File: src/verilog/cmo_pkg.sv
// Cache maintenance operation handler package
// Cache geometry, operation encoding and the structs shared by the
// controller, the directory walker and the flush request queue
`default_nettype none

package cmo_pkg;

    // Cache geometry
    localparam int unsigned CMO_ADDR_W   = 32;
    localparam int unsigned CMO_OFFSET_W = 6;
    localparam int unsigned CMO_SET_W    = 6;
    localparam int unsigned CMO_TAG_W    = CMO_ADDR_W - CMO_OFFSET_W - CMO_SET_W;
    localparam int unsigned CMO_NLINE_W  = CMO_TAG_W + CMO_SET_W;
    localparam int unsigned CMO_WAYS     = 4;

    typedef logic [CMO_ADDR_W-1:0]  cmo_addr_t;
    typedef logic [CMO_SET_W-1:0]   cmo_set_t;
    typedef logic [CMO_TAG_W-1:0]   cmo_tag_t;
    typedef logic [CMO_NLINE_W-1:0] cmo_nline_t;
    typedef logic [CMO_WAYS-1:0]    cmo_way_vec_t;

    typedef enum logic [2:0] {
        CMO_FENCE,
        CMO_INVAL_NLINE,
        CMO_INVAL_ALL,
        CMO_FLUSH_ALL,
        CMO_FLUSH_INVAL_ALL
    } cmo_op_e;

    typedef struct packed {
        cmo_op_e   op;
        cmo_addr_t addr;
    } cmo_req_t;

    // Emptiness levels of the surrounding cache blocks
    typedef struct packed {
        logic wbuf_empty;
        logic mshr_empty;
        logic rtab_empty;
        logic ctrl_empty;
        logic flush_empty;
    } cmo_status_t;

    typedef struct packed {
        logic     valid;
        logic     dirty;
        cmo_tag_t tag;
    } dir_entry_rsp_t;

    // Also used to select a single entry, with a one-hot way
    typedef struct packed {
        cmo_set_t     set;
        cmo_way_vec_t way;
    } dir_inval_t;

    typedef struct packed {
        cmo_nline_t   nline;
        cmo_way_vec_t way;
    } flush_req_t;

endpackage

`default_nettype wire

File: src/verilog/cmo_set_way_walker.sv
// Directory walker
// Set counter and one-hot way pointer that step through every entry,
// way by way within a set, and flag the last set and the last way
`timescale 1ns/100ps
`default_nettype none

module cmo_set_way_walker
    import cmo_pkg::*;
#(
    parameter int unsigned NumSets = 64
) (
    input  wire logic    clk_i,
    input  wire logic    rst_ni,
    input  wire logic    reset_i,
    input  wire logic    step_set_i,
    input  wire logic    step_way_i,
    output cmo_set_t     set_o,
    output cmo_way_vec_t way_o,
    output logic         set_last_o,
    output logic         way_last_o
);

    localparam cmo_set_t LastSet = cmo_set_t'(NumSets - 1);

    logic set_advance;

    assign set_last_o = (set_o == LastSet);
    assign way_last_o = way_o[CMO_WAYS-1];

    // Leaving the top way moves on to the next set
    assign set_advance = step_set_i | (step_way_i & way_last_o);

    always_ff @(posedge clk_i or negedge rst_ni) begin
        if (!rst_ni) begin
            set_o <= '0;
            way_o <= cmo_way_vec_t'(1);
        end else if (reset_i) begin
            set_o <= '0;
            way_o <= cmo_way_vec_t'(1);
        end else begin
            if (set_advance) begin
                set_o <= set_last_o ? '0 : set_o + 1'b1;
            end
            if (step_way_i) begin
                way_o <= way_last_o ? cmo_way_vec_t'(1) : {way_o[CMO_WAYS-2:0], 1'b0};
            end
        end
    end

endmodule

`default_nettype wire

File: src/verilog/cmo_flush_fifo.sv
// Flush request queue
// Register FIFO for pending write-back requests, with feedthrough so that
// a request reaches the flush controller in the cycle it is written when
// the queue is empty
`timescale 1ns/100ps
`default_nettype none

module cmo_flush_fifo
    import cmo_pkg::*;
#(
    parameter int unsigned FlushFifoDepth = 3
) (
    input  wire logic       clk_i,
    input  wire logic       rst_ni,
    input  wire logic       w_i,
    output logic            wok_o,
    input  wire flush_req_t wdata_i,
    input  wire logic       r_i,
    output logic            rok_o,
    output flush_req_t      rdata_o
);

    localparam int unsigned PtrW = (FlushFifoDepth > 1) ? $clog2(FlushFifoDepth) : 1;
    localparam int unsigned CntW = $clog2(FlushFifoDepth + 1);

    flush_req_t      mem_q [FlushFifoDepth];
    logic [PtrW-1:0] wptr_q;
    logic [PtrW-1:0] rptr_q;
    logic [CntW-1:0] count_q;

    logic empty;
    logic full;
    logic bypass;
    logic push;
    logic pop;

    function automatic logic [PtrW-1:0] next_ptr(logic [PtrW-1:0] ptr);
        next_ptr = (ptr == PtrW'(FlushFifoDepth - 1)) ? '0 : ptr + 1'b1;
    endfunction

    assign empty = (count_q == '0);
    assign full  = (count_q == CntW'(FlushFifoDepth));

    // One slot stays free for the write of a check already in flight
    assign wok_o = (count_q < CntW'(FlushFifoDepth - 1));

    assign rok_o   = ~empty | w_i;
    assign rdata_o = empty ? wdata_i : mem_q[rptr_q];

    // Written and read in the same cycle while empty, never stored
    assign bypass = empty & w_i & r_i;
    assign push   = w_i & ~full & ~bypass;
    assign pop    = r_i & ~empty;

    always_ff @(posedge clk_i or negedge rst_ni) begin
        if (!rst_ni) begin
            wptr_q  <= '0;
            rptr_q  <= '0;
            count_q <= '0;
        end else begin
            if (push) begin
                wptr_q <= next_ptr(wptr_q);
            end
            if (pop) begin
                rptr_q <= next_ptr(rptr_q);
            end
            count_q <= count_q + CntW'(push) - CntW'(pop);
        end
    end

    always_ff @(posedge clk_i) begin
        if (push) begin
            mem_q[wptr_q] <= wdata_i;
        end
    end

endmodule

`default_nettype wire

File: src/verilog/cmo_ctrl_fsm.sv
// Cache maintenance operation controller
// Decodes requests, waits for the cache to drain, issues directory line
// and entry checks and invalidations, and turns valid dirty entries found
// during flush walks into write-back requests
`timescale 1ns/100ps
`default_nettype none

module cmo_ctrl_fsm
    import cmo_pkg::*;
#(
    parameter int unsigned NumSets = 64
) (
    input  wire logic           clk_i,
    input  wire logic           rst_ni,

    input  wire logic           req_valid_i,
    input  wire cmo_req_t       req_i,
    input  wire cmo_status_t    status_i,
    input  wire cmo_way_vec_t   dir_nline_hit_way_i,
    input  wire dir_entry_rsp_t dir_entry_rsp_i,

    input  wire cmo_set_t       set_i,
    input  wire cmo_way_vec_t   way_i,
    input  wire logic           set_last_i,
    input  wire logic           way_last_i,

    input  wire logic           fifo_wok_i,
    input  wire logic           fifo_rok_i,

    output logic                req_ready_o,
    output logic                req_wait_o,
    output logic                wbuf_flush_all_o,
    output logic                dir_check_nline_o,
    output cmo_nline_t          dir_check_nline_o_set_tag_o,
    output logic                dir_check_entry_o,
    output dir_inval_t          dir_entry_sel_o,
    output logic                dir_inval_o,
    output dir_inval_t          dir_inval_sel_o,
    output logic                walk_reset_o,
    output logic [1:0]          walk_step_o,
    output logic                fifo_w_o,
    output flush_req_t          fifo_wdata_o
);

    typedef enum logic [2:0] {
        ST_IDLE,
        ST_FENCE_WAIT,
        ST_DRAIN_WAIT,
        ST_LINE_CHECK,
        ST_INVAL_SET,
        ST_FLUSH_FIRST,
        ST_FLUSH_NEXT,
        ST_FLUSH_LAST
    } state_e;

    state_e       state_q, state_d;
    cmo_op_e      op_q, op_d;
    cmo_addr_t    addr_q, addr_d;

    // Entry checked in the previous cycle, evaluated on its response
    logic         pend_valid_q, pend_valid_d;
    logic         pend_inval_q, pend_inval_d;
    cmo_set_t     pend_set_q, pend_set_d;
    cmo_way_vec_t pend_way_q, pend_way_d;

    cmo_set_t     line_set;
    logic         line_in_range;
    logic         drained;
    logic         issue_check;

    function automatic state_e start_state(cmo_op_e op);
        case (op)
            CMO_INVAL_NLINE: start_state = ST_LINE_CHECK;
            CMO_INVAL_ALL:   start_state = ST_INVAL_SET;
            default:         start_state = ST_FLUSH_FIRST;
        endcase
    endfunction

    assign line_set = addr_q[CMO_OFFSET_W +: CMO_SET_W];
    // Lines mapping above the implemented sets cannot be cached
    assign line_in_range = (line_set <= cmo_set_t'(NumSets - 1));
    assign drained = status_i.mshr_empty & status_i.rtab_empty & status_i.ctrl_empty;

    assign req_ready_o = (state_q == ST_IDLE);
    assign req_wait_o  = (state_q == ST_FENCE_WAIT) || (state_q == ST_DRAIN_WAIT);

    assign dir_check_nline_o_set_tag_o = addr_q[CMO_OFFSET_W +: CMO_NLINE_W];
    assign dir_entry_sel_o = '{set: set_i, way: way_i};

    // Write-back request for a valid dirty entry in its response cycle
    assign fifo_w_o = pend_valid_q & dir_entry_rsp_i.valid & dir_entry_rsp_i.dirty;
    assign fifo_wdata_o = '{nline: {dir_entry_rsp_i.tag, pend_set_q}, way: pend_way_q};

    always_comb begin
        state_d      = state_q;
        op_d         = op_q;
        addr_d       = addr_q;
        pend_valid_d = pend_valid_q;
        pend_inval_d = pend_inval_q;
        pend_set_d   = pend_set_q;
        pend_way_d   = pend_way_q;

        issue_check       = 1'b0;
        walk_reset_o      = 1'b0;
        walk_step_o       = 2'b00;
        wbuf_flush_all_o  = 1'b0;
        dir_check_nline_o = 1'b0;
        dir_check_entry_o = 1'b0;
        dir_inval_o       = 1'b0;
        dir_inval_sel_o   = '{set: set_i, way: '0};

        case (state_q)
            ST_IDLE: begin
                if (req_valid_i) begin
                    if (req_i.op == CMO_FENCE) begin
                        // Ask the write buffer to send its open entries
                        wbuf_flush_all_o = status_i.rtab_empty;
                        if (!status_i.rtab_empty || !status_i.wbuf_empty) begin
                            state_d = ST_FENCE_WAIT;
                        end
                    end else begin
                        op_d         = req_i.op;
                        addr_d       = req_i.addr;
                        pend_inval_d = (req_i.op == CMO_FLUSH_INVAL_ALL);
                        walk_reset_o = 1'b1;
                        state_d      = drained ? start_state(req_i.op) : ST_DRAIN_WAIT;
                    end
                end
            end
            ST_FENCE_WAIT: begin
                wbuf_flush_all_o = status_i.rtab_empty;
                if (status_i.wbuf_empty && status_i.rtab_empty) begin
                    state_d = ST_IDLE;
                end
            end
            ST_DRAIN_WAIT: begin
                if (drained) begin
                    state_d = start_state(op_q);
                end
            end
            ST_LINE_CHECK: begin
                dir_check_nline_o = line_in_range;
                state_d = ST_INVAL_SET;
            end
            ST_INVAL_SET: begin
                if (op_q == CMO_INVAL_NLINE) begin
                    dir_inval_o     = line_in_range & (|dir_nline_hit_way_i);
                    dir_inval_sel_o = '{set: line_set, way: dir_nline_hit_way_i};
                    state_d         = ST_IDLE;
                end else begin
                    // All ways of one set per cycle
                    dir_inval_o     = 1'b1;
                    dir_inval_sel_o = '{set: set_i, way: '1};
                    walk_step_o[1]  = 1'b1;
                    if (set_last_i) begin
                        state_d = ST_IDLE;
                    end
                end
            end
            ST_FLUSH_FIRST: begin
                if (fifo_wok_i) begin
                    issue_check = 1'b1;
                    state_d     = ST_FLUSH_NEXT;
                end
            end
            ST_FLUSH_NEXT: begin
                if (pend_valid_q) begin
                    dir_inval_o     = pend_inval_q;
                    dir_inval_sel_o = '{set: pend_set_q, way: pend_way_q};
                    pend_valid_d    = 1'b0;
                end
                // With invalidation the directory is busy this cycle
                if ((!pend_valid_q || !pend_inval_q) && fifo_wok_i) begin
                    issue_check = 1'b1;
                    if (set_last_i && way_last_i) begin
                        state_d = ST_FLUSH_LAST;
                    end
                end
            end
            ST_FLUSH_LAST: begin
                pend_valid_d = 1'b0;
                if (pend_valid_q) begin
                    dir_inval_o     = pend_inval_q;
                    dir_inval_sel_o = '{set: pend_set_q, way: pend_way_q};
                end
                // Done once every queued write-back has left the flush controller
                if (!fifo_rok_i && status_i.flush_empty) begin
                    state_d = ST_IDLE;
                end
            end
            default: begin
                state_d = ST_IDLE;
            end
        endcase

        if (issue_check) begin
            dir_check_entry_o = 1'b1;
            walk_step_o[0]    = 1'b1;
            pend_valid_d      = 1'b1;
            pend_set_d        = set_i;
            pend_way_d        = way_i;
        end
    end

    always_ff @(posedge clk_i or negedge rst_ni) begin
        if (!rst_ni) begin
            state_q      <= ST_IDLE;
            pend_valid_q <= 1'b0;
            pend_inval_q <= 1'b0;
        end else begin
            state_q      <= state_d;
            pend_valid_q <= pend_valid_d;
            pend_inval_q <= pend_inval_d;
        end
    end

    always_ff @(posedge clk_i) begin
        op_q       <= op_d;
        addr_q     <= addr_d;
        pend_set_q <= pend_set_d;
        pend_way_q <= pend_way_d;
    end

endmodule

`default_nettype wire

File: src/verilog/cmo_handler.sv
// Cache maintenance operation handler
// Accepts fence, invalidate and flush requests for a set-associative
// write-back data cache and sequences them over the directory, the
// write buffer and the flush controller
`timescale 1ns/100ps
`default_nettype none

module cmo_handler
    import cmo_pkg::*;
#(
    parameter int unsigned NumSets        = 64,
    parameter int unsigned FlushFifoDepth = 3
) (
    input  wire logic           clk_i,
    input  wire logic           rst_ni,

    input  wire logic           req_valid_i,
    output logic                req_ready_o,
    input  wire cmo_req_t       req_i,
    output logic                req_wait_o,

    input  wire cmo_status_t    status_i,

    output logic                wbuf_flush_all_o,

    output logic                dir_check_nline_o,
    output cmo_nline_t          dir_check_nline_o_set_tag_o,
    input  wire cmo_way_vec_t   dir_nline_hit_way_i,

    output logic                dir_check_entry_o,
    output dir_inval_t          dir_entry_sel_o,
    input  wire dir_entry_rsp_t dir_entry_rsp_i,

    output logic                dir_inval_o,
    output dir_inval_t          dir_inval_sel_o,

    output logic                flush_alloc_o,
    output flush_req_t          flush_alloc_req_o,
    input  wire logic           flush_alloc_ready_i
);

    cmo_set_t     walk_set;
    cmo_way_vec_t walk_way;
    logic         walk_set_last;
    logic         walk_way_last;
    logic         walk_reset;
    logic [1:0]   walk_step;

    logic         fifo_w;
    logic         fifo_wok;
    flush_req_t   fifo_wdata;

    cmo_ctrl_fsm #(
        .NumSets (NumSets)
    ) u_ctrl (
        .clk_i                       (clk_i),
        .rst_ni                      (rst_ni),
        .req_valid_i                 (req_valid_i),
        .req_i                       (req_i),
        .status_i                    (status_i),
        .dir_nline_hit_way_i         (dir_nline_hit_way_i),
        .dir_entry_rsp_i             (dir_entry_rsp_i),
        .set_i                       (walk_set),
        .way_i                       (walk_way),
        .set_last_i                  (walk_set_last),
        .way_last_i                  (walk_way_last),
        .fifo_wok_i                  (fifo_wok),
        .fifo_rok_i                  (flush_alloc_o),
        .req_ready_o                 (req_ready_o),
        .req_wait_o                  (req_wait_o),
        .wbuf_flush_all_o            (wbuf_flush_all_o),
        .dir_check_nline_o           (dir_check_nline_o),
        .dir_check_nline_o_set_tag_o (dir_check_nline_o_set_tag_o),
        .dir_check_entry_o           (dir_check_entry_o),
        .dir_entry_sel_o             (dir_entry_sel_o),
        .dir_inval_o                 (dir_inval_o),
        .dir_inval_sel_o             (dir_inval_sel_o),
        .walk_reset_o                (walk_reset),
        .walk_step_o                 (walk_step),
        .fifo_w_o                    (fifo_w),
        .fifo_wdata_o                (fifo_wdata)
    );

    // Bit 1 of the step strobe advances the set, bit 0 the way
    cmo_set_way_walker #(
        .NumSets (NumSets)
    ) u_walker (
        .clk_i      (clk_i),
        .rst_ni     (rst_ni),
        .reset_i    (walk_reset),
        .step_set_i (walk_step[1]),
        .step_way_i (walk_step[0]),
        .set_o      (walk_set),
        .way_o      (walk_way),
        .set_last_o (walk_set_last),
        .way_last_o (walk_way_last)
    );

    cmo_flush_fifo #(
        .FlushFifoDepth (FlushFifoDepth)
    ) u_flush_fifo (
        .clk_i   (clk_i),
        .rst_ni  (rst_ni),
        .w_i     (fifo_w),
        .wok_o   (fifo_wok),
        .wdata_i (fifo_wdata),
        .r_i     (flush_alloc_ready_i),
        .rok_o   (flush_alloc_o),
        .rdata_o (flush_alloc_req_o)
    );

endmodule

`default_nettype wire

File: config.mk
export PLATFORM = sky130hd
export DESIGN_NAME = cmo_handler
export DESIGN_NICKNAME = d
export VERILOG_FILES = /design/src/verilog/cmo_pkg.sv /design/src/verilog/cmo_set_way_walker.sv /design/src/verilog/cmo_flush_fifo.sv /design/src/verilog/cmo_ctrl_fsm.sv /design/src/verilog/cmo_handler.sv
export SDC_FILE = /design/constraint.sdc
export NUM_CORES = 1
export LEC_CHECK = 0
export BUFFER_PORTS_ARGS = -buffer_cell sky130_fd_sc_hd__buf_4
export CORE_ASPECT_RATIO = 0.9
export CORE_MARGIN = 10
export CORE_UTILIZATION = 41
export DETAILED_ROUTE_END_ITERATION = 10
export PLACE_DENSITY = 0.6
export SYNTH_ARGS = -nofsm -noshare
export SYNTH_HDL_FRONTEND = slang
export SYNTH_HIERARCHICAL = 1
export SYNTH_SLANG_ARGS = --single-unit
File: constraint.sdc
create_clock -name clk_i -period 5.29 [get_ports clk_i]
set_clock_uncertainty 0.1 [all_clocks]
set_input_delay 1.058 -clock clk_i [delete_from_list [all_inputs] [get_ports clk_i]]
set_output_delay 1.058 -clock clk_i [all_outputs]
set_load 0.02 [all_outputs]
## Word-level counts from Yosys, hierarchy flattened

Memory sizes are Yosys's and may differ from the RTL's.
Index checks and enable logic that the tools add are counted.

- Register bits: 66
- Bits in writable memories: 90
- Input port bits: 70
- Word-level logic and storage cells: 131
- Memories kept: 1

Memories:

| memory | words | width | rd ports | clocked after Yosys merged registers in | wr ports | line | source |
|---|---|---|---|---|---|---|---|
| u_flush_fifo.mem_q | 3 | 30 | 1 | 0 | 1 | cmo_flush_fifo.sv:26 | `flush_req_t mem_q [FlushFifoDepth];` |

- Add/sub/neg operators: 5
- $lt $le $gt $ge: 2
- Equality and inequality tests: 25
- Mux-type cells: 47
- Bitwise operators: 17
- Reductions and logical operators: 22

Operator list:

| operator | number |
|---|---|
| 2-to-1 mux 3 bit | 12 |
| 2-to-1 mux 30 bit | 1 |
| one-hot mux 3 bit (8 select lines) | 1 |
| 2-to-1 mux 10 bit | 2 |
| one-hot mux 10 bit (2 select lines) | 1 |
| 2-to-1 mux 6 bit | 3 |
| 2-to-1 mux 1 bit | 17 |
| == test 3 bit, second input constant | 5 |
| == test 3 x 2 -> 1 bit, second input constant | 4 |
| 2-to-1 mux 4 bit | 3 |
| one-hot mux 3 bit (2 select lines) | 2 |
| AND 1 bit | 11 |
| inequality test 2 x 1 -> 1 bit, second input constant | 5 |
| == test 3 x 1 -> 1 bit, second input constant | 3 |
| AND reduction 9 bit | 1 |
| adder 6 x 1 -> 6 bit, second input constant | 1 |
| == test 2 bit, second input constant | 3 |
| == test 6 bit, second input constant | 1 |
| less-or-equal comparator 6 bit, second input constant | 1 |
| zero test 3 bit | 2 |
| one-hot mux 1 bit (2 select lines) | 3 |
| nonzero test 2 bit | 3 |
| zero test 1 bit | 5 |
| adder 2 x 1 -> 2 bit, second input constant | 2 |
| 15 further kinds | 26 |

## Logic depth before layout (Yosys ltp)

- Depth in word-level cells: 10
- Mapped depth: 9
- Gate-level depth less buffers: 8

## By module

Netlist, hierarchy kept.

By module, submodules not included:

| module | times used | cells an instance | area each (um^2) | sequential area each (um^2) |
|---|---|---|---|---|
| cmo_flush_fifo | 1 | 257 | 3771.1 | 2852.7 |
| cmo_ctrl_fsm | 1 | 202 | 2228.4 | 1296.2 |
| cmo_set_way_walker | 1 | 52 | 511.7 | 251.5 |

## Worst setup path after synthesis

No wires, ideal clock.

- Kind: input port to flip-flop
- Start: input flush_alloc_ready_i
- End: memory u_flush_fifo/mem_q[2][0] (netlist name), enable pin
- Data arrival time: 3.652 ns
- Data required time: 4.729 ns
- Slack: 1.077 ns
- Stages: 3
- Buffers on the path: 0
- Cell sequence: or3b_4 > nand3_4 > nor3b_1

- Cells in the longest elaborated chain, start to end: 5

RTL lines:

| element | line | source |
|---|---|---|
| start: declaration | cmo_handler.sv:39 | `input wire logic flush_alloc_ready_i` |
| AND 1 bit | cmo_flush_fifo.sv:51 | `assign bypass = empty & w_i & r_i;` |
| NOT 1 bit | cmo_flush_fifo.sv:52 | `assign push = w_i & ~full & ~bypass;` |
| AND 1 bit | cmo_flush_fifo.sv:52 |  |
| 2-to-1 mux 1 bit | cmo_flush_fifo.sv:72 | `if (push) begin` |
| 2-to-1 mux 1 bit (not written as such) | cmo_flush_fifo.sv:73 | `mem_q[wptr_q] <= wdata_i;` |
| end: declaration | cmo_flush_fifo.sv:26 |  |

Every way passes these cells.

==> impl_metrics.tcl <==
set metrics [dict create \
    die_w_um 152.8 \
    relSlewSlack 0.3402 \
    r2r_end "u_walker/set_o[5]" \
    synth_top_family_by_area "compound AO/OA/AOI/OAI gates" \
    fin_crit_sh 0.6717 \
    rrSetupSlack_ns 2.78 \
    max_cap_violations 0 \
    tightestPinTransition_ns 0.9875 \
    setup_ws_ns 1.736 \
    cp_max_fo 33 \
    final_cells 839 \
    synth.mux.area_fraction 0.01345 \
    synth_compound_area_frac 0.1218 \
    worstPathArrival_ns 2.40 \
    finalMaxSlewViolations 0 \
    async_flop_share 0.1400 \
    firstDrtPassIters 5 \
    critPathLaunchType "register" \
    synthesis.area_sq_um 6511 \
    routed_via_density 5.194 \
    post_drt_wl_per_cell_um 18.40 \
    worst_setup_path_end_kind "primary output" \
    synthFlopType "edfxtp_1" \
    postCtsSetupBuffers 0 \
    start_util 0.4202 \
    htreeDepth 4 \
    ys_ff_latch 150 \
    fmax_mhz 281.4 \
    cts_resized 0 \
    cp_data_required_time_ns 4.13 \
    hold_ws_ns 0.4222 \
    drive_above_1_share 0.3155 \
    routabilityCongestion 0.8264 \
    setup_violations 0 \
    fillers 1324 \
    synth_nets 584 \
    syn_area_per_cell_sq_um 12.74 \
    status "finished, final reports clean" \
    fin_nets 698 \
    synthAdderAreaFrac 0.005765 \
    cts_root_buf "clkbuf_16" \
    final_util 0.5255 \
    fp.coreArea_sq_um 15490 \
    syn_inst 511 \
    ir_drop_v 0.0003561 \
    grt_usage 0.1433 \
    synth_xor_area_frac 0.006726 \
    grt-ovfl-total 0 \
    finalPower_mw 4.905 \
    yosys.area_share.simple 0.1113 \
    rsz0062_at_grt "no" \
    cts_buffers 17 \
    dp_slack_ns 2.151 \
    tns_ns 0 \
    p_per_area_nw_per_um2 602.4 \
    grt_pass1_wl_um 24370 \
    grt_pass1_vias 4441 \
    row_count 43 \
    cts.path.max_buffers 2 \
    die_h_um 139.6 \
    antenna_cells 0 \
    path_class "reg -> out" \
    cts_tree "yes" \
    drt_iter0_markers 215 \
    dieArea_sq_um 21330 \
    routed_wl_um 15440 \
    portBuffers 146 \
    dp_hpwl_um 10540 \
    reg2reg_depth 7 \
    ys_seq_area_frac 0.6758 \
    antenna_found_initial 0 \
    hp-class "in -> async" \
    drcViolationCount 0 \
    worstSkewPairLatency_ns 0.41 \
    clk_pin_slew_ns 0.06 \
    post_dp_cell_area_sq_um 7571 \
    regToRegStartpoint "u_ctrl/state_q[1]" \
    cts.hold.buffers_added 0 \
    final_antenna_net_count 0 \
    clock-sinks 150 \
    crit_path_start "u_flush_fifo/rptr_q[1]" \
    period_needed_ns 3.554 \
    leakagePower_nw 3.128 \
    dpl.cell_count 808 \
    hold_viol 0 \
    grt_max_degree 53 \
    ys_warn_count 6 \
    synth_edf_count 129 \
    postLayoutCellArea_sq_um 8143 \
    dr_total_vias 4358 \
    syn_to_final_growth_pct 25.06 \
    synth.distinct_cells 49 \
    io_pins 153 \
]
layout by cell type (no fill, tap or decap), drive strengths merged, types with 6 or more instances in the layout:
cell type,count
and3,7
buf,154
nor2,52
clkbuf,21
a31oi,32
nand2,56
inv,14
o21ai,25
a22oi,37
a21oi,13
nor3,6
dfrtp,20
nand3,8
edfxtp,129
cell type report:
cell class / count / area (sq um) / area share
clock buffers: 21 / 440.4 / 0.05409
clock inverters: 10 / 131.4 / 0.01613
inverters: 14 / 52.55 / 0.006454
multi-input cells: 288 / 1709 / 0.2099
flip-flops and latches: 150 / 4400 / 0.5404
well taps: 202 / 252.7 / 0.03104
repair buffers: 154 / 1156 / 0.1420
worst max-delay path: stages, from the launching register on:
cell,delay (ns)
dfrtp_1,0.35
buf_4,0.26
nor2_2,0.44
buf_4,0.38
nand2_1,0.09
a31oi_1,0.25
buf_4,0.19
Yosys cell counts (all sizes together), types with 4 or more instances:
cell / count / area, sq um
edfxtp: 129 / 3874
nand2: 56 / 210.2
nor2: 52 / 197.7
buf: 49 / 334.1
a22oi: 37 / 277.8
a31oi: 32 / 200.2
o21ai: 25 / 125.1
dfrtp: 20 / 500.5
inv: 14 / 52.55
a21oi: 13 / 65.06
clkbuf: 10 / 37.54
nand3: 8 / 52.55
and3: 7 / 43.79
nor3: 6 / 35.03
mux2: 5 / 67.56
nand2b: 4 / 25.02
nor2b: 4 / 27.53
flip-flops by register name, indices dropped and copies added (netlist names):
register / flops
u_walker/set_o: 6
u_walker/way_o: 4
u_ctrl/state_q: 3
u_ctrl/pend_inval_q: 1
u_flush_fifo/count_q: 2
u_ctrl/pend_valid_q: 1
u_ctrl/pend_way_q: 4
u_ctrl/addr_q: 26
u_ctrl/pend_set_q: 6
u_flush_fifo/wptr_q: 2
u_flush_fifo/rptr_q: 2
u_ctrl/op_q: 3
u_flush_fifo/mem_q: 90
where the power goes:
part / leakage [nW] / total, mW / switching (mW) / internal [mW]
sequential: 1.42 / 1.69 / 0.197 / 1.49
combinational: 1.44 / 2.05 / 1.23 / 0.819
clock: 0.272 / 1.17 / 0.437 / 0.734
total: 3.13 / 4.91 / 1.86 / 3.04
worst max path at each step:
stage / cells past startpoint / end / slack, ns
final: 6 / flush_alloc_req_o[18] / 1.74
after global placement: 6 / flush_alloc_req_o[19] / 2.13
after detailed placement: 6 / flush_alloc_req_o[18] / 2.15
after CTS: 6 / flush_alloc_req_o[8] / 1.68
after floorplan: 3 / u_flush_fifo/mem_q[2][0] / 1.08
after global routing: 6 / flush_alloc_req_o[2] / 1.55
layer usage:
metal	vias up	share of wire	global-route usage
li1	2098	-	-
met1	2086	0.45	0.1781
met2	160	0.44	0.2138
met3	14	0.10	0.07517
met4	0	0.010	0.03862
met5	-	0	0
cells by family after synthesis:
| logic type | Yosys count |
|---|---|
| adder cells (fa/ha/maj) | 3 |
| AND/OR/NAND/NOR | 153 |
| buffers and inverters | 73 |
| flip-flops | 150 |
| XOR/XNOR | 5 |
| multiplexers | 7 |
| AO/OA/AOI/OAI | 120 |
No activity file was read; power rests on OpenSTA's default activity.
